`src/include/fifo_ep_consts.svh`:
```
// Sizing constants for the credit-controlled word FIFO endpoint
// Included by the package and by every RTL module of the endpoint
// Producer credit pool equals the storage depth

`ifndef FIFO_EP_CONSTS_SVH
`define FIFO_EP_CONSTS_SVH

// Width of one data word
`define FEP_DATA_W      32

// Storage entries, also the producer's initial credit count
`define FEP_DEPTH       16

// Occupancy and threshold counts, holds 0 to FEP_DEPTH
`define FEP_CNT_W       5

// Most read grants the egress stage may hold at once
`define FEP_RD_CRED_MAX 4

// Burst length input and burst position counters
`define FEP_BURST_W     5

`endif

```
`src/design/fifo_ep_pkg.sv`:
```
// Shared types for the word FIFO endpoint
// Imported inside each module body, scoped names are used in port lists

`default_nettype none

`include "fifo_ep_consts.svh"

package fifo_ep_pkg;

    // One data word
    typedef logic [`FEP_DATA_W-1:0] data_t;

    // Occupancy, threshold or burst count
    typedef logic [`FEP_CNT_W-1:0] count_t;

    // Policy for the data-available flag
    typedef enum logic [1:0] {
        MODE_NOT_EMPTY = 2'd0,
        MODE_THRESH    = 2'd1,
        MODE_BURST     = 2'd2
    } avail_mode_e;

    // Word moving between pipeline stages
    typedef struct packed {
        logic  valid;
        data_t data;
    } beat_t;

    // Egress send FSM
    typedef enum logic {
        EG_IDLE = 1'b0,
        EG_SEND = 1'b1
    } egress_state_e;

endpackage

`default_nettype wire

```
`src/design/ingress_stage.sv`:
```
// Producer side of the endpoint
// Registers each credited write into a beat for the storage stage,
// and flags accepted words for the availability monitor

`default_nettype none
`timescale 1ns/10ps

`include "fifo_ep_consts.svh"

module ingress_stage (
    input  wire logic                clk,
    input  wire logic                rst_n,
    input  wire logic                wr_valid_i,
    input  wire fifo_ep_pkg::data_t  wr_data_i,
    output fifo_ep_pkg::beat_t       beat_o,
    output logic                     accept_o
);

    import fifo_ep_pkg::*;

    logic  valid_q;
    data_t data_q;

    // Valid bit is control state
    always_ff @(posedge clk or negedge rst_n) begin
        if (!rst_n) begin
            valid_q <= 1'b0;
        end else begin
            valid_q <= wr_valid_i;
        end
    end

    // Payload only loads on a real write
    always_ff @(posedge clk) begin
        if (wr_valid_i) begin
            data_q <= wr_data_i;
        end
    end

    always_comb begin
        beat_o.valid = valid_q;
        beat_o.data  = data_q;
    end

    // Producer only writes while it holds a credit,
    // so every registered beat is accepted
    assign accept_o = valid_q;

endmodule

`default_nettype wire

```
`src/design/word_storage.sv`:
```
// Circular buffer between ingress and egress
// Writes every valid beat, presents the oldest word as the head beat,
// and returns one write credit to the producer per popped entry
// Credit flow control keeps it from overflowing

`default_nettype none
`timescale 1ns/10ps

`include "fifo_ep_consts.svh"

module word_storage (
    input  wire logic                clk,
    input  wire logic                rst_n,
    input  wire fifo_ep_pkg::beat_t  beat_i,
    input  wire logic                pop_i,
    output fifo_ep_pkg::beat_t       head_o,
    output logic                     credit_o
);

    import fifo_ep_pkg::*;

    localparam int PTR_W = $clog2(`FEP_DEPTH);

    data_t             mem [`FEP_DEPTH];
    logic [PTR_W-1:0]  wr_ptr;
    logic [PTR_W-1:0]  rd_ptr;
    count_t            count;
    logic              credit_q;

    // Entry array
    always_ff @(posedge clk) begin
        if (beat_i.valid) begin
            mem[wr_ptr] <= beat_i.data;
        end
    end

    // Pointers wrap on their own since the depth is a power of two
    always_ff @(posedge clk or negedge rst_n) begin
        if (!rst_n) begin
            wr_ptr <= '0;
            rd_ptr <= '0;
        end else begin
            if (beat_i.valid) begin
                wr_ptr <= wr_ptr + 1'b1;
            end
            if (pop_i) begin
                rd_ptr <= rd_ptr + 1'b1;
            end
        end
    end

    // Occupancy
    always_ff @(posedge clk or negedge rst_n) begin
        if (!rst_n) begin
            count <= '0;
        end else begin
            case ({beat_i.valid, pop_i})
                2'b10:   count <= count + 1'b1;
                2'b01:   count <= count - 1'b1;
                default: count <= count;
            endcase
        end
    end

    // Freed slot goes back to the producer one cycle after the pop
    always_ff @(posedge clk or negedge rst_n) begin
        if (!rst_n) begin
            credit_q <= 1'b0;
        end else begin
            credit_q <= pop_i;
        end
    end

    assign credit_o = credit_q;

    always_comb begin
        head_o.valid = (count != '0);
        head_o.data  = mem[rd_ptr];
    end

endmodule

`default_nettype wire

```
`src/design/egress_stage.sv`:
```
// Consumer side of the endpoint
// Counts read grants and sends one stored word per grant,
// with rd_valid_o high for one cycle per delivered word

`default_nettype none
`timescale 1ns/10ps

`include "fifo_ep_consts.svh"

module egress_stage (
    input  wire logic                clk,
    input  wire logic                rst_n,
    input  wire logic                rd_credit_i,
    input  wire fifo_ep_pkg::beat_t  head_i,
    output logic                     pop_o,
    output logic                     rd_valid_o,
    output fifo_ep_pkg::data_t       rd_data_o
);

    import fifo_ep_pkg::*;

    localparam int CRED_W = $clog2(`FEP_RD_CRED_MAX + 1);

    logic [CRED_W-1:0] cred_cnt;
    egress_state_e     state;
    data_t             data_q;
    logic              send;

    // Send whenever a grant and a stored word are both there
    assign send  = (cred_cnt != '0) && head_i.valid;
    assign pop_o = send;

    // Grant count, a grant in the same cycle as a send still counts
    always_ff @(posedge clk or negedge rst_n) begin
        if (!rst_n) begin
            cred_cnt <= '0;
        end else begin
            cred_cnt <= cred_cnt + CRED_W'(rd_credit_i) - CRED_W'(send);
        end
    end

    // EG_SEND lasts one cycle per word, back to back sends stay in it
    always_ff @(posedge clk or negedge rst_n) begin
        if (!rst_n) begin
            state <= EG_IDLE;
        end else begin
            state <= send ? EG_SEND : EG_IDLE;
        end
    end

    always_ff @(posedge clk) begin
        if (send) begin
            data_q <= head_i.data;
        end
    end

    assign rd_valid_o = (state == EG_SEND);
    assign rd_data_o  = data_q;

endmodule

`default_nettype wire

```
`src/design/avail_monitor.sv`:
```
// Data-available flag for the consumer
// Tracks the endpoint level and the burst counts from the accepted and
// delivered strobes, then registers the flag for the selected mode
// Counters and flag stay cleared while en_i is low

`default_nettype none
`timescale 1ns/10ps

`include "fifo_ep_consts.svh"

module avail_monitor (
    input  wire logic                      clk,
    input  wire logic                      rst_n,
    input  wire logic                      en_i,
    input  wire fifo_ep_pkg::avail_mode_e  mode_i,
    input  wire fifo_ep_pkg::count_t       thresh_i,
    input  wire fifo_ep_pkg::count_t       burst_len_i,
    input  wire logic                      write_i,
    input  wire logic                      deliver_i,
    output logic                           avail_o
);

    import fifo_ep_pkg::*;

    // One extra bit so the signed burst difference covers -1 to FEP_DEPTH
    localparam int BC_W = `FEP_CNT_W + 1;

    count_t                  level;
    logic [`FEP_BURST_W-1:0] wr_in_burst;
    logic [`FEP_BURST_W-1:0] rd_in_burst;
    logic [`FEP_BURST_W-1:0] burst_last;
    logic [BC_W-1:0]         bursts_done;
    logic [BC_W-1:0]         bursts_begun;
    logic [BC_W-1:0]         burst_diff;
    logic                    avail_nxt;

    assign burst_last = `FEP_BURST_W'(burst_len_i) - 1'b1;
    assign burst_diff = bursts_done - bursts_begun;

    always_ff @(posedge clk or negedge rst_n) begin
        if (!rst_n) begin
            level        <= '0;
            wr_in_burst  <= '0;
            rd_in_burst  <= '0;
            bursts_done  <= '0;
            bursts_begun <= '0;
        end else if (!en_i) begin
            level        <= '0;
            wr_in_burst  <= '0;
            rd_in_burst  <= '0;
            bursts_done  <= '0;
            bursts_begun <= '0;
        end else begin
            level <= level + count_t'(write_i) - count_t'(deliver_i);
            // Last write of a burst completes it
            if (write_i) begin
                if (wr_in_burst == burst_last) begin
                    wr_in_burst <= '0;
                    bursts_done <= bursts_done + 1'b1;
                end else begin
                    wr_in_burst <= wr_in_burst + 1'b1;
                end
            end
            // First delivered word of a burst begins it
            if (deliver_i) begin
                if (rd_in_burst == '0) begin
                    bursts_begun <= bursts_begun + 1'b1;
                end
                rd_in_burst <= (rd_in_burst == burst_last) ? '0 : rd_in_burst + 1'b1;
            end
        end
    end

    always_comb begin
        case (mode_i)
            MODE_NOT_EMPTY: avail_nxt = (level != '0);
            MODE_THRESH:    avail_nxt = (level >= thresh_i);
            MODE_BURST:     avail_nxt = ($signed(burst_diff) > 0);
            default:        avail_nxt = 1'b0;
        endcase
    end

    always_ff @(posedge clk or negedge rst_n) begin
        if (!rst_n) begin
            avail_o <= 1'b0;
        end else begin
            avail_o <= en_i && avail_nxt;
        end
    end

endmodule

`default_nettype wire

```
`src/design/fifo_ep_top.sv`:
```
// Top level of the credit-controlled word FIFO endpoint
// Chains ingress, storage and egress, with the availability monitor
// tapping the accepted and delivered strobes

`default_nettype none
`timescale 1ns/10ps

`include "fifo_ep_consts.svh"

module fifo_ep_top (
    input  wire logic                      clk,
    input  wire logic                      rst_n,
    input  wire logic                      wr_valid_i,
    input  wire fifo_ep_pkg::data_t        wr_data_i,
    output logic                           wr_credit_o,
    input  wire logic                      rd_credit_i,
    output logic                           rd_valid_o,
    output fifo_ep_pkg::data_t             rd_data_o,
    input  wire logic                      en_i,
    input  wire fifo_ep_pkg::avail_mode_e  mode_i,
    input  wire fifo_ep_pkg::count_t       thresh_i,
    input  wire fifo_ep_pkg::count_t       burst_len_i,
    output logic                           avail_o
);

    import fifo_ep_pkg::*;

    beat_t in_beat;
    beat_t head_beat;
    logic  pop;
    logic  accept;

    ingress_stage u_ingress (
        .clk        (clk),
        .rst_n      (rst_n),
        .wr_valid_i (wr_valid_i),
        .wr_data_i  (wr_data_i),
        .beat_o     (in_beat),
        .accept_o   (accept)
    );

    word_storage u_storage (
        .clk      (clk),
        .rst_n    (rst_n),
        .beat_i   (in_beat),
        .pop_i    (pop),
        .head_o   (head_beat),
        .credit_o (wr_credit_o)
    );

    egress_stage u_egress (
        .clk         (clk),
        .rst_n       (rst_n),
        .rd_credit_i (rd_credit_i),
        .head_i      (head_beat),
        .pop_o       (pop),
        .rd_valid_o  (rd_valid_o),
        .rd_data_o   (rd_data_o)
    );

    // Delivered strobe is the consumer's rd_valid_o
    avail_monitor u_monitor (
        .clk         (clk),
        .rst_n       (rst_n),
        .en_i        (en_i),
        .mode_i      (mode_i),
        .thresh_i    (thresh_i),
        .burst_len_i (burst_len_i),
        .write_i     (accept),
        .deliver_i   (rd_valid_o),
        .avail_o     (avail_o)
    );

endmodule

`default_nettype wire

```
`config.mk`:
```
export PLATFORM = sky130hd
export DESIGN_NAME = fifo_ep_top
export DESIGN_NICKNAME = d
export VERILOG_FILES = /design/src/design/fifo_ep_pkg.sv /design/src/design/ingress_stage.sv /design/src/design/word_storage.sv /design/src/design/egress_stage.sv /design/src/design/avail_monitor.sv /design/src/design/fifo_ep_top.sv
export VERILOG_INCLUDE_DIRS = /design/src /design/src/include
export SDC_FILE = /design/constraint.sdc
export NUM_CORES = 1
export LEC_CHECK = 0
export ABC_AREA = 1
export BUFFER_PORTS_ARGS = -buffer_cell sky130_fd_sc_hd__buf_2
export CAP_MARGIN = 20
export CORE_MARGIN = 3
export CORE_UTILIZATION = 56
export DETAILED_ROUTE_END_ITERATION = 8
export PLACE_DENSITY_LB_ADDON = 0.25
export SYNTH_ARGS = -nofsm -noshare
export SYNTH_HDL_FRONTEND = slang
export SYNTH_SLANG_ARGS = --single-unit
```
`constraint.sdc`:
```
create_clock -name clk -period 2.6 [get_ports clk]
set_input_delay 0.26 -clock clk [delete_from_list [all_inputs] [get_ports clk]]
set_output_delay 0.26 -clock clk [all_outputs]
set_load 0.005 [all_outputs]
```
# After elaboration in Yosys (flattened, before gate mapping)
# Memory sizes are Yosys's and may differ from the RTL's. A register that Yosys moved wholly into a read port is not among the register bits.
# Cells that the tools add are included.
dict set report word_totals {
  ramBits 512
  output_inout_bits 35
  memories 1
  register_bits 79
  elab_cells 69
  inputBits 49
}
# memory words word_bits rd rd_ports_with_merged_regs wr line
set mem_list {}
lappend mem_list {u_storage.mem 16 32 1 1 1 word_storage.sv:24} ;# data_t mem [`FEP_DEPTH];
dict set report classes {
  add_sub_neg 14
  reduce_logical 10
  n_lt_le_gt_ge 2
  n_eq_ne 10
  mux 18
}
# operator count
set op_table {}
lappend op_table {{$mux 6} 6}
lappend op_table {{$mux 5} 7}
lappend op_table {{$add 5x1->5 const B} 3}
lappend op_table {{$add 6x1->6 const B} 2}
lappend op_table {{$eq 5x5->1} 2}
lappend op_table {{$pmux 5 s2} 1}
lappend op_table {{$reduce_bool 5->1} 2}
lappend op_table {{$sub 5x1->5 const B} 2}
lappend op_table {{$add 4x1->4 const B} 2}
lappend op_table {{$ne 2x1->1 const B} 4}
lappend op_table {{$gt 6x1->1 const B} 1}
lappend op_table {{$sub 6x6->6} 1}
lappend op_table {{$add 5x1->5} 1}
lappend op_table {{$ge 5x5->1} 1}
lappend op_table {{$logic_not 5->1} 1}
lappend op_table {{$sub 5x1->5} 1}
lappend op_table {{$eq 2x1->1 const B} 2}
lappend op_table {{$eq 2x2->1 const B} 2}
lappend op_table {{$reduce_and 2->1} 2}
lappend op_table {{$add 3x1->3} 1}
lappend op_table {{$mux 1} 3}
lappend op_table {{$pmux 1 s3} 1}
lappend op_table {{$reduce_bool 3->1} 1}
lappend op_table {{$sub 3x1->3} 1}
lappend op_table {{other kinds (3)} 4}

# Longest topological paths before layout
# Gate-level depths: netlist of run 1.
dict set report depth {
  word_depth 5
  ltp_mapped 14
}

# Hierarchy
# From an unflattened synthesis of run 1, not the netlist that was laid out.
dict set report unflattened {
  hier_cells 2103
  area_unflattened_um2 25683.4
}
# mod seq_area_each_um2 cells_per_inst area_each_um2 n_inst
set by_module_without_submodules {}
lappend by_module_without_submodules {word_storage 15725.1 1724 21343.0 1}
lappend by_module_without_submodules {avail_monitor 700.7 291 2179.6 1}
lappend by_module_without_submodules {egress_stage 1061.0 54 1167.4 1}
lappend by_module_without_submodules {ingress_stage 985.9 34 993.5 1}

# Least setup slack after synthesis of run 1
# Ideal clock, no wire load.
dict set report synth_path {
  kind {register -> register}
  startpoint {register u_storage.count[0]}
  endpoint {register u_storage.count[4]}
  path_slack_ns -0.168
  t_arrival_ns 2.646
  path_stages_with_launch 15
  period_less_slack_ns 2.768
  path_buffers 0
  path_cell_list {dfrtp_1 -> inv_1 -> nand3_1 -> nand2_1 -> inv_1 -> ha_1 -> inv_1 -> fa_1 -> inv_1 -> a21oi_1 -> nor2_1 -> nor2_1 -> nand2_1 -> nand3_1 -> xnor2_1}
}
dict set report synth_between {
  elab_chain_cells 4
  word_cells_on_any_way 8
}
# item line
set synth_lines {}
lappend synth_lines {{start: declaration} word_storage.sv:27} ;# count_t count;
lappend synth_lines {{start signal: assignment} word_storage.sv:58} ;# 2'b10: count <= count + 1'b1;
lappend synth_lines {{start signal: assignment} word_storage.sv:59} ;# 2'b01: count <= count - 1'b1;
lappend synth_lines {{start signal: assignment} word_storage.sv:60} ;# default: count <= count;
lappend synth_lines {{$reduce_bool 5->1 (*)} word_storage.sv:77} ;# head_o.valid = (count != '0);
lappend synth_lines {{$logic_and 1x1->1 (*)} egress_stage.sv:30} ;# assign send = (cred_cnt != '0) && head_i.valid;
lappend synth_lines {{via pop} fifo_ep_top.sv:30} ;# logic pop;
lappend synth_lines {{$eq 2x1->1 / $eq 2x2->1 (equally long branches)} word_storage.sv:57} ;# case ({beat_i.valid, pop_i})
lappend synth_lines {{$pmux 5 s2 / $reduce_bool 2->1 (equally long branches)} n/a}
# Mark *: on every way through the listed nets, which the timed path passes. The rest lies on a longest branch.
# A chain may end at the register's enable or synchronous reset.

# Worst setup path after layout of run 1
dict set report layout_path {
  startpoint {register u_monitor.bursts_done[0]}
  endpoint {register u_monitor.avail_o}
}
dict set report layout_between {
  elab_chain_cells 4
}
# item line
set layout_lines {}
lappend layout_lines {{start: declaration} avail_monitor.sv:32} ;# logic [BC_W-1:0] bursts_done;
lappend layout_lines {{start signal: assignment} avail_monitor.sv:59} ;# bursts_done <= bursts_done + 1'b1;
lappend layout_lines {{$sub 6x6->6} avail_monitor.sv:38} ;# assign burst_diff = bursts_done - bursts_begun;
lappend layout_lines {{$gt 6x1->1} avail_monitor.sv:78} ;# MODE_BURST: avail_nxt = ($signed(burst_diff) > 0);
lappend layout_lines {{$pmux 1 s3} avail_monitor.sv:75} ;# case (mode_i)
lappend layout_lines {{$logic_and 1x1->1} avail_monitor.sv:87} ;# avail_o <= en_i && avail_nxt;
lappend layout_lines {{end signal: assignment} avail_monitor.sv:87}
lappend layout_lines {{end: declaration} avail_monitor.sv:20} ;# output logic avail_o
# Every way passes these cells.

==> results of run 1 <==
registers in the layout, indices dropped and copies added (netlist names), 3 cells and up:
| signal | flops |
|---|---|
| u_storage.mem | 512 |
| u_monitor.level | 5 |
| u_monitor.bursts_done | 6 |
| u_ingress.data_q | 32 |
| u_egress.cred_cnt | 3 |
| u_monitor.rd_in_burst | 5 |
| u_monitor.bursts_begun | 6 |
| u_storage.count | 5 |
| u_storage.wr_ptr | 4 |
| u_egress.rd_data_o | 32 |
| u_storage.rd_ptr | 4 |
| u_monitor.wr_in_burst | 5 |
synthesized netlist by cell type, types with 20 or more instances:
master    count  area share, %
o221ai_1     58            2.0
o211ai_1     70            2.1
nand3_1      61            1.2
clkbuf_1     57           0.85
a21oi_1      20           0.40
nor2_1      310            4.6
edfxtp_1    576             69
ha_1         33            1.6
nand2_1     128            1.9
mux2i_1      58            2.3
inv_1        64           0.96
dfrtp_1      46            4.6
o21ai_0     227            4.5
kinds of logic after synthesis:
group | Yosys count | synth area share (%)
DFF | 622 | 73.6
and+or+nand+nor | 524 | 8.39
AOI/OAI and AO/OA | 395 | 9.46
buffers and inverters | 171 | 3.36
muxes | 58 | 2.32
adders and majority gates | 37 | 1.97
xor gates and xnor gates | 27 | 0.943
stage by stage:
stage          setup slack (ns)  hold slack (ns)  TNS [ns]  cells
2_1_floorplan           -0.0894          -0.0356     -8.45   1834
3_3_place_gp              0.358            0.339         0   2456
3_5_place_dp              0.306            0.347         0   2456
4_1_cts                   0.108           0.0132         0   2606
5_1_grt                 0.00912           0.0347         0   2607
6_report                  0.207           0.0375         0   2607
area by class of cell:
type	instances	share of cell area (%)
Clock buffer	75	5.60
Inverter	66	0.903
Multi-Input combinational cell	1041	20.6
Timing Repair Buffer	180	5.65
Sequential cell	622	63.7
Clock inverter	38	0.976
Tap cell	585	2.53
final timing paths:
check | slack (ns) | depth (start not counted) | end
setup / recovery | 0.21 | 12 | u_monitor.avail_o
hold / removal | 0.04 | 2 | u_ingress.accept_o
setup reg to reg | 0.21 | 12 | u_monitor.avail_o
hold reg to reg | 0.48 | 1 | u_storage.count[4]
max in group asynchronous | 1.72 | 3 | u_monitor.bursts_done[1]
min in group asynchronous | 0.22 | 2 | u_monitor.rd_in_burst[2]
power by group through the flow:
stage	logic [mW]	registers (mW)	clock network, mW
after global routing	10.7	13.6	8.97
after detailed placement	9.57	13.7	0
after global placement	9.27	13.6	0
after floorplan	6.54	13.3	0
final	9.61	13.5	8.41
after CTS	9.66	13.5	8.55
routing by layer:
layer	up-vias	global-route usage (%)	routed length, um
met5	-	0	0
met1	7614	33.0	23500
met3	84	3.12	3310
met2	520	38.3	26600
met4	0	7.07	1210
li1	7061	-	-
critical path, delay by kind of cell (launching register included):
kind | cells | cell delay, ns
adders and majority gates | 2 | 0.54
DFF | 1 | 0.39
buffers and inverters | 3 | 0.71
and+or+nand+nor | 5 | 0.43
AOI/OAI and AO/OA | 1 | 0.05
xor gates and xnor gates | 1 | 0.15
what timing repair did:
action | in CTS | in global routing
endpoints found under the setup margin | 0 | 1
setup buffers | 0 | 1
resized for setup | 0 | 3
hold buffers | 37 | 0
hold endpoints to repair | 63 | 0
==> flow_metrics.py, run 1 <==
metrics = {
    "placement": {
        "place_area_um2": 26700,
        "io_buffers": 83,
        "hpwl_um": 31300,
        "routabilityCongestion": 0.832,
    },
    "cells_and_area": {
        "fin_nets": 2058,
        "seqCellArea_um2": 18500,
        "layout-area-overhead-vs-synth_pct": 15.5,
        "post_route_cells_drive_above_1_share_pct": 13.2,
        "final_common_cell": "edfxtp_1",
        "fillers": 3069,
        "final_cell_area_um2": 29000,
        "final_util_pct": 66.4,
        "layout_common_cells": "edfxtp_1 (576), nor2_1 (294), o21ai_0 (226)",
        "antennaDiodeCount": 0,
        "multi_input_area_um2": 5970,
    },
    "global_route": {
        "gr-usage-all-layers_pct": 23.3,
        "grt_max_degree": 119,
        "antenna_found_initial": 0,
        "grt-ovfl-total": 0,
        "grt_pass1_wl_um": 85300,
        "grt_pass1_vias": 15350,
    },
    "clocking": {
        "h-tree-depth": 2,
        "clock_latency_ns": 0.62,
        "cts_buffer_depth": 3,
        "cts_tree": "built",
        "cts-root-buf": "clkbuf_16",
        "clk_pin_slew_ns": 0.06,
        "cts_inserted_buffers": 61,
        "cts_sinks": 622,
    },
    "floorplan": {
        "die_x_um": 218,
        "io_pins": 84,
        "fp.coreArea_um2": 43600,
        "die_area_um2": 47400,
        "start_util_pct": 57.5,
        "die-height_um": 218,
        "rows": 76,
    },
    "logic_synthesis": {
        "synthCells": 1834,
        "syn-num-nets": 1920,
        "ys_warn_count": 0,
        "ys_seq_area_share_pct": 73.6,
        "ys.flop_type": "edfxtp_1",
        "async_reset_ff_share_pct": 7.40,
        "avgSynthCellArea_um2": 13.7,
        "ys_ff_latch": 622,
        "syn-cell-area_um2": 25100,
        "synth.distinct_cells": 36,
        "synth_edf_count": 576,
    },
    "timing": {
        "drv_slew": 0,
        "skew_ns": 0.0106,
        "layout_min_cycle_time_ns": 2.39,
        "fin_crit_sh_pct": 92.1,
        "max_freq_mhz": 418,
        "setup_viol": 0,
        "worst_pin_slew_ns": 0.704,
        "rsz0062_at_grt": "false",
        "timing.slew.headroom_pct": 53.0,
        "hold_viol_final": 0,
    },
    "critical_path": {
        "crit_arrival_ns": 2.89,
        "critPathCaptureType": "flop",
        "rr_startpoint": "u_monitor.bursts_done[0]",
        "cp_max_fo": 3,
        "cp_slowest_cell": "dlygate4sd3_1",
        "cpMostUsedCell": "nand2_1",
        "crit_chain": "inv_1 > ha_1 > inv_1 > fa_2 > xor2_1 > nor3_1 > nand2_1 > nor2_1 > nand2_1 > nand2_1 > a21oi_2 > dlygate4sd3_1",
        "crit_required_ns": 3.10,
        "start_kind": "flop",
        "slowest_delay_ns": 0.55,
        "crit_type": "flop to flop",
        "worstSetupStartpoint": "u_monitor.bursts_done[0]",
    },
    "route": {
        "num_vias": 15279,
        "drt-vias-per-instance": 5.86,
        "wl_per_cell_um": 20.9,
        "postRouteWirelength_um": 54600,
        "drt_iter0_drc": 1523,
        "ant_nets": 0,
        "post-route-drc-count": 0,
        "dr.pass1.iters": 5,
    },
    "power": {
        "power_frac_seq_pct": 42.8,
        "total_power_mw": 31.5,
        "comb_power_share_pct": 30.5,
        "ir_worst_vdd_v": 0.000990,
        "p_sw_mw": 10.6,
        "p_leak_nw": 10.2,
        "p_int_mw": 20.9,
        "power.share.clock_pct": 26.7,
        "netSwitchingFraction_pct": 33.7,
        "power.density_nw_per_um2": 1090,
    },
    "outcome": {
        "outcome": "finished clean",
    },
    "flow_run": {
        "maxCapViolations": 0,
    },
    "hold_path": {
        "min_path_type": "primary input to flop",
        "min_from": "wr_valid_i",
    },
}
(Power assumes the default switching activity.)
==> run 2, diff against run 1 <==
--- a/config.mk
+++ b/config.mk
@@ -10,9 +10,11 @@
 export BUFFER_PORTS_ARGS = -buffer_cell sky130_fd_sc_hd__buf_2
 export CAP_MARGIN = 20
 export CORE_MARGIN = 3
-export CORE_UTILIZATION = 56
+export CORE_UTILIZATION = 58
+export CTS_BUF_LIST = sky130_fd_sc_hd__clkbuf_8
+export CTS_CLUSTER_SIZE = 10
 export DETAILED_ROUTE_END_ITERATION = 8
-export PLACE_DENSITY_LB_ADDON = 0.25
+export PLACE_DENSITY = 0.83
 export SYNTH_ARGS = -nofsm -noshare
 export SYNTH_HDL_FRONTEND = slang
 export SYNTH_SLANG_ARGS = --single-unit
==> run 2 against run 1 <==
  * Sequential share of layout area rose by 1.1 points
  * Largest cell class unchanged
  * Combinational power fell by 0.9%
  * Via count rose by 3.0%
  * Setup slack got worse by 0.057 ns
  * Register-to-register slack worse by 0.06 ns
  * Fmax decreased by 2.3%
  * Sequential power is essentially flat
  * Routed wire length rose by 1.0%
  * Clock skew rose by 0.015 ns
==> flow_metrics.py, run 2 (synthesis results as in run 1) <==
metrics = {
    "outcome": {
        "outcome": "finished clean",
    },
    "power": {
        "netSwitchingFraction_pct": 35.2,
        "power.share.clock_pct": 23.9,
        "power_frac_seq_pct": 44.4,
        "comb_power_share_pct": 31.7,
        "p_int_mw": 19.5,
        "ir_worst_vdd_v": 0.000634,
        "power.density_nw_per_um2": 1050,
        "p_sw_mw": 10.6,
        "p_leak_nw": 10.2,
    },
    "timing": {
        "hold_viol_final": 0,
        "layout_min_cycle_time_ns": 2.45,
        "setup_viol": 0,
        "max_freq_mhz": 408,
        "worst_pin_slew_ns": 0.678,
        "fin_crit_sh_pct": 94.2,
        "skew_ns": 0.0259,
        "timing.slew.headroom_pct": 54.8,
        "hold_ws_ns": 0.0485,
        "drv_slew": 0,
    },
    "global_route": {
        "use_met1_pct": 32.4,
        "gr-usage-met2_pct": 39.2,
        "grt_pass1_vias": 15912,
        "grt_pass1_wl_um": 86200,
        "antenna_found_initial": 0,
        "gr-usage-all-layers_pct": 24.0,
        "grt-ovfl-total": 0,
        "use_met3_pct": 4.47,
        "grt-busiest-layer": "met2",
        "grt_max_degree": 123,
    },
    "route": {
        "drt_iter0_drc": 1911,
        "wl_per_cell_um": 20.8,
        "ant_nets": 0,
        "post-route-drc-count": 0,
        "drt-vias-per-instance": 5.93,
        "postRouteWirelength_um": 55100,
        "num_vias": 15735,
        "dr.pass1.iters": 5,
    },
    "floorplan": {
        "die_x_um": 214,
        "die-height_um": 214,
        "rows": 75,
        "io_pins": 84,
        "start_util_pct": 59.3,
        "die_area_um2": 45800,
        "fp.coreArea_um2": 42300,
    },
    "placement": {
        "io_buffers": 83,
        "hpwl_um": 31700,
        "routabilityCongestion": 0.815,
    },
    "critical_path": {
        "crit_arrival_ns": 2.99,
        "crit_type": "flop to flop",
        "crit_required_ns": 3.14,
        "rr_endpoint": "u_monitor.avail_o",
        "critPathCaptureType": "flop",
        "rr_startpoint": "u_monitor.bursts_done[0]",
        "start_kind": "flop",
        "reg2reg_depth": 12,
        "cp_max_fo": 3,
        "rrSetupSlack_ns": 0.15,
    },
    "cells_and_area": {
        "post_route_cells_drive_above_1_share_pct": 14.2,
        "antennaDiodeCount": 0,
        "layout_common_cells": "edfxtp_1 (576), nor2_1 (294), o21ai_0 (226)",
        "layout-area-overhead-vs-synth_pct": 13.6,
        "fin_nets": 2090,
        "largest_reg_flops": 512,
        "top_register": "u_storage.mem",
        "final_common_cell": "edfxtp_1",
        "final_util_pct": 67.3,
    },
    "clocking": {
        "cts_inserted_buffers": 94,
        "clk_pin_slew_ns": 0.06,
        "cts-root-buf": "clkbuf_8",
        "clock_latency_ns": 0.66,
        "h-tree-depth": 3,
        "cts_sinks": 622,
        "cts_buffer_depth": 3,
        "cts_tree": "built",
    },
    "hold_path": {
        "hold_depth": 1,
        "holdPathEnd": "u_ingress.accept_o",
        "min_path_type": "primary input to flop",
        "min_from": "wr_valid_i",
    },
    "flow_run": {
        "maxCapViolations": 0,
    },
}
run 2: layer usage:
metal	wire length (um)	vias up
met5	0	-
met3	3840	125
met4	1520	0
li1	-	7117
met1	22800	7820
met2	27000	673
run 2: worst max path at each step:
stage / from / end / slack, ns
4_1_cts: u_monitor.bursts_done[0] / u_monitor.avail_o / 0.03
2_1_floorplan: u_ingress.accept_o / u_storage.mem[4][0] / -0.09
5_1_grt: u_monitor.bursts_done[0] / u_monitor.avail_o / -0.02
6_report: u_monitor.bursts_done[0] / u_monitor.avail_o / 0.15
3_3_place_gp: u_egress.cred_cnt[1] / u_storage.count[4] / 0.34
3_5_place_dp: u_egress.cred_cnt[1] / u_storage.count[4] / 0.21
run 2: cell type report:
| class | count | area [um^2] |
|---|---|---|
| sequential | 622 | 18500 |
| inverter | 66 | 262 |
| clock buffer | 98 | 1350 |
| fill | 2804 | 13800 |
| clock inverter | 71 | 320 |
| multi-input combinational | 1041 | 5970 |
| tap | 577 | 722 |
| timing repair buffer | 179 | 1400 |
run 2: timing repair:
| item | in CTS | in global routing |
|---|---|---|
| resized for setup | 0 | 6 |
| setup endpoints to repair | 0 | 1 |
| endpoints found under the hold margin | 66 | 0 |
| buffers inserted | 0 | 2 |
| hold buffers | 37 | 0 |
run 2: power groups by stage:
stage               Sequential [mW]  Clock (mW)  Combinational (mW)
floorplan                      13.3           0                6.54
global placement               13.5           0                8.91
detailed placement             13.5           0                9.34
CTS                            13.3        7.29                9.46
global route                   13.5        7.77                10.5
finish                         13.3        7.18                9.52
run 2: through the flow:
stage | total power [mW] | cell area (um^2) | setup WS, ns | cells | TNS [ns]
6_report | 30.0 | 28500 | 0.150 | 2654 | 0
5_1_grt | 31.7 | 28500 | -0.0214 | 2654 | -0.0214
4_1_cts | 30.1 | 28500 | 0.0345 | 2652 | 0
3_5_place_dp | 22.9 | 26400 | 0.209 | 2446 | 0
3_3_place_gp | 22.4 | 26400 | 0.344 | 2446 | 0
2_1_floorplan | 19.8 | 25100 | -0.0894 | 1834 | -8.45
run 2: critical path, cell delays in order (launching register included):
cell and delay (ns):
dfrtp_1 0.38, inv_2 0.08, ha_2 0.18, inv_2 0.06
fa_2 0.39, xor2_1 0.15, nor3_1 0.20, nand2_1 0.07
nor2_1 0.09, nand2_1 0.07, nand2_2 0.07, a21oi_1 0.06
dlygate4sd3_1 0.55
==> run 3, diff against run 2 <==
--- a/config.mk
+++ b/config.mk
@@ -10,11 +10,11 @@
 export BUFFER_PORTS_ARGS = -buffer_cell sky130_fd_sc_hd__buf_2
 export CAP_MARGIN = 20
 export CORE_MARGIN = 3
-export CORE_UTILIZATION = 58
+export CORE_UTILIZATION = 41
 export CTS_BUF_LIST = sky130_fd_sc_hd__clkbuf_8
 export CTS_CLUSTER_SIZE = 10
 export DETAILED_ROUTE_END_ITERATION = 8
-export PLACE_DENSITY = 0.83
+export PLACE_DENSITY = 0.64
 export SYNTH_ARGS = -nofsm -noshare
 export SYNTH_HDL_FRONTEND = slang
 export SYNTH_SLANG_ARGS = --single-unit
==> run 3 against run 2 <==
  * Non-clock buffer count down 6
  * Cell count up 8.1%
  * Final area up 1.6%
  * Routed wire length up 3.0%
  * Clock skew up 0.0012 ns
  * Register-to-register slack better by 0.07 ns
  * First-iteration DRC count down 43%
  * Flip-flop and latch count unchanged
  * Setup slack better by 0.070 ns
  * Sequential power about the same
  * Critical path depth unchanged
  * Critical endpoint unchanged
  * Largest cell class unchanged
  * Die area up 40%
==> flow_metrics.py, run 3 (synthesis results as in run 1) <==
metrics = {
    "timing": {
        "hold_ws_ns": 0.138,
        "max_freq_mhz": 420,
        "rsz0062_at_grt": "false",
        "setup_viol": 0,
        "fin_crit_sh_pct": 91.5,
        "hold_viol_final": 0,
        "worst_slack_ns": 0.220,
        "layout_min_cycle_time_ns": 2.38,
        "skew_ns": 0.0272,
        "drv_slew": 0,
        "timing.slew.headroom_pct": 40.1,
        "worst_pin_slew_ns": 0.898,
    },
    "floorplan": {
        "io_pins": 84,
        "start_util_pct": 41.5,
        "rows": 90,
        "die_x_um": 253,
        "fp.coreArea_um2": 60500,
        "die-height_um": 253,
        "die_area_um2": 64200,
    },
    "global_route": {
        "gr-usage-all-layers_pct": 17.7,
        "grt_max_degree": 93,
        "grt_pass1_vias": 15346,
        "grt_pass1_wl_um": 87100,
        "grt-ovfl-total": 0,
        "grt-busiest-layer": "met2",
        "use_met1_pct": 23.1,
        "gr-usage-met2_pct": 30.0,
        "use_met3_pct": 3.45,
        "antenna_found_initial": 0,
    },
    "clocking": {
        "cts-root-buf": "clkbuf_8",
        "cts_tree": "built",
        "h-tree-depth": 3,
        "cts_inserted_buffers": 101,
        "cts_sinks": 622,
        "clock_latency_ns": 0.68,
        "clk_pin_slew_ns": 0.06,
        "cts_buffer_depth": 3,
    },
    "power": {
        "total_power_mw": 30.4,
        "ir_worst_vdd_v": 0.000698,
        "power_frac_seq_pct": 44.0,
        "power.density_nw_per_um2": 1050,
        "p_int_mw": 19.8,
        "netSwitchingFraction_pct": 35.0,
        "p_sw_mw": 10.6,
        "comb_power_share_pct": 31.1,
        "p_leak_nw": 10.3,
        "power.share.clock_pct": 24.8,
    },
    "critical_path": {
        "cp-endpoint": "u_monitor.avail_o",
        "rr_startpoint": "u_monitor.bursts_done[0]",
        "rr_endpoint": "u_monitor.avail_o",
        "start_kind": "flop",
        "crit_required_ns": 3.16,
        "reg2reg_depth": 12,
        "critPathCaptureType": "flop",
        "crit_arrival_ns": 2.94,
        "crit_type": "flop to flop",
        "rrSetupSlack_ns": 0.22,
        "worstSetupStartpoint": "u_monitor.bursts_done[0]",
        "cp_max_fo": 4,
    },
    "outcome": {
        "outcome": "finished clean",
    },
    "flow_run": {
        "maxCapViolations": 0,
    },
    "route": {
        "drt-vias-per-instance": 5.34,
        "wl_per_cell_um": 19.8,
        "num_vias": 15320,
        "post-route-drc-count": 0,
        "dr.pass1.iters": 5,
        "ant_nets": 0,
        "drt_iter0_drc": 1092,
        "postRouteWirelength_um": 56800,
    },
    "placement": {
        "io_buffers": 83,
        "hpwl_um": 29800,
        "routabilityCongestion": 0.758,
        "post-place-ws_ns": 0.301,
        "place_area_um2": 26700,
    },
    "cells_and_area": {
        "final_cell_area_um2": 28900,
        "layout-area-overhead-vs-synth_pct": 15.4,
        "top_register": "u_storage.mem",
        "post_route_cells_drive_above_1_share_pct": 14.0,
        "fin_nets": 2091,
        "final_common_cell": "edfxtp_1",
        "fillers": 5159,
        "layout_common_cells": "edfxtp_1 (576), nor2_1 (294), o21ai_0 (226)",
        "antennaDiodeCount": 0,
        "largest_reg_flops": 512,
    },
    "hold_path": {
        "min_path_type": "primary input to flop",
        "hold_depth": 7,
        "min_from": "burst_len_i[4]",
    },
}
## run 3: power groups by stage
stage	registers [mW]	logic [mW]	clock network, mW
after floorplan	13.3	6.54	0
after global placement	13.5	9.26	0
after detailed placement	13.6	9.48	0
after CTS	13.4	9.57	7.78
after global routing	13.5	10.6	8.24
final	13.4	9.47	7.55
## run 3: layer usage
layer	share of wire, %	wire length (um)
met3	5.9	3330
met4	1.9	1080
met1	42	24000
met2	50	28300
met5	0	0
## run 3: what timing repair did
action	4_1_cts	5_1_grt
setup endpoints to repair	0	1
hold buffers	38	0
hold endpoints to repair	85	0
setup buffers	0	1
gates resized for setup	0	3
## run 3: worst min-delay path by stage
stage                     slack (ns)                  endpoint
final                           0.14  u_monitor.rd_in_burst[1]
after global routing            0.16  u_monitor.rd_in_burst[1]
after CTS                       0.09  u_monitor.rd_in_burst[1]
after detailed placement        0.44      u_ingress.data_q[22]
after global placement          0.43  u_monitor.rd_in_burst[4]
after floorplan                -0.04      u_egress.cred_cnt[0]
## run 3: through the flow
| step | setup TNS (ns) | std cells | utilization, % |
|---|---|---|---|
| after floorplan | -8.45 | 1834 | - |
| final | 0 | 2868 | 47.9 |
| after global placement | 0 | 2645 | 44.2 |
| after global routing | 0 | 2868 | 47.9 |
| after CTS | 0 | 2867 | 47.8 |
| after detailed placement | 0 | 2645 | 44.2 |
## run 3: critical path, stage by stage (launching register included)
cell and delay (ns):
dfrtp_1 0.42, inv_2 0.09, ha_1 0.13, inv_1 0.08, fa_2 0.40, xor2_1 0.14
nor3_1 0.15, nand2_1 0.07, nor2_1 0.08, nand2_1 0.06, nand2_1 0.05, a21oi_1 0.05
dlygate4sd3_1 0.55
## run 3: final cells by class
class	count	area (um^2)	share of cell area, %
Clock buffer	104	1430	4.94
Tap cell	782	978	3.38
Sequential cell	622	18500	63.8
Timing Repair Buffer	173	1470	5.09
Multi-Input combinational cell	1041	5970	20.6
Inverter	66	262	0.903
Clock inverter	80	379	1.31
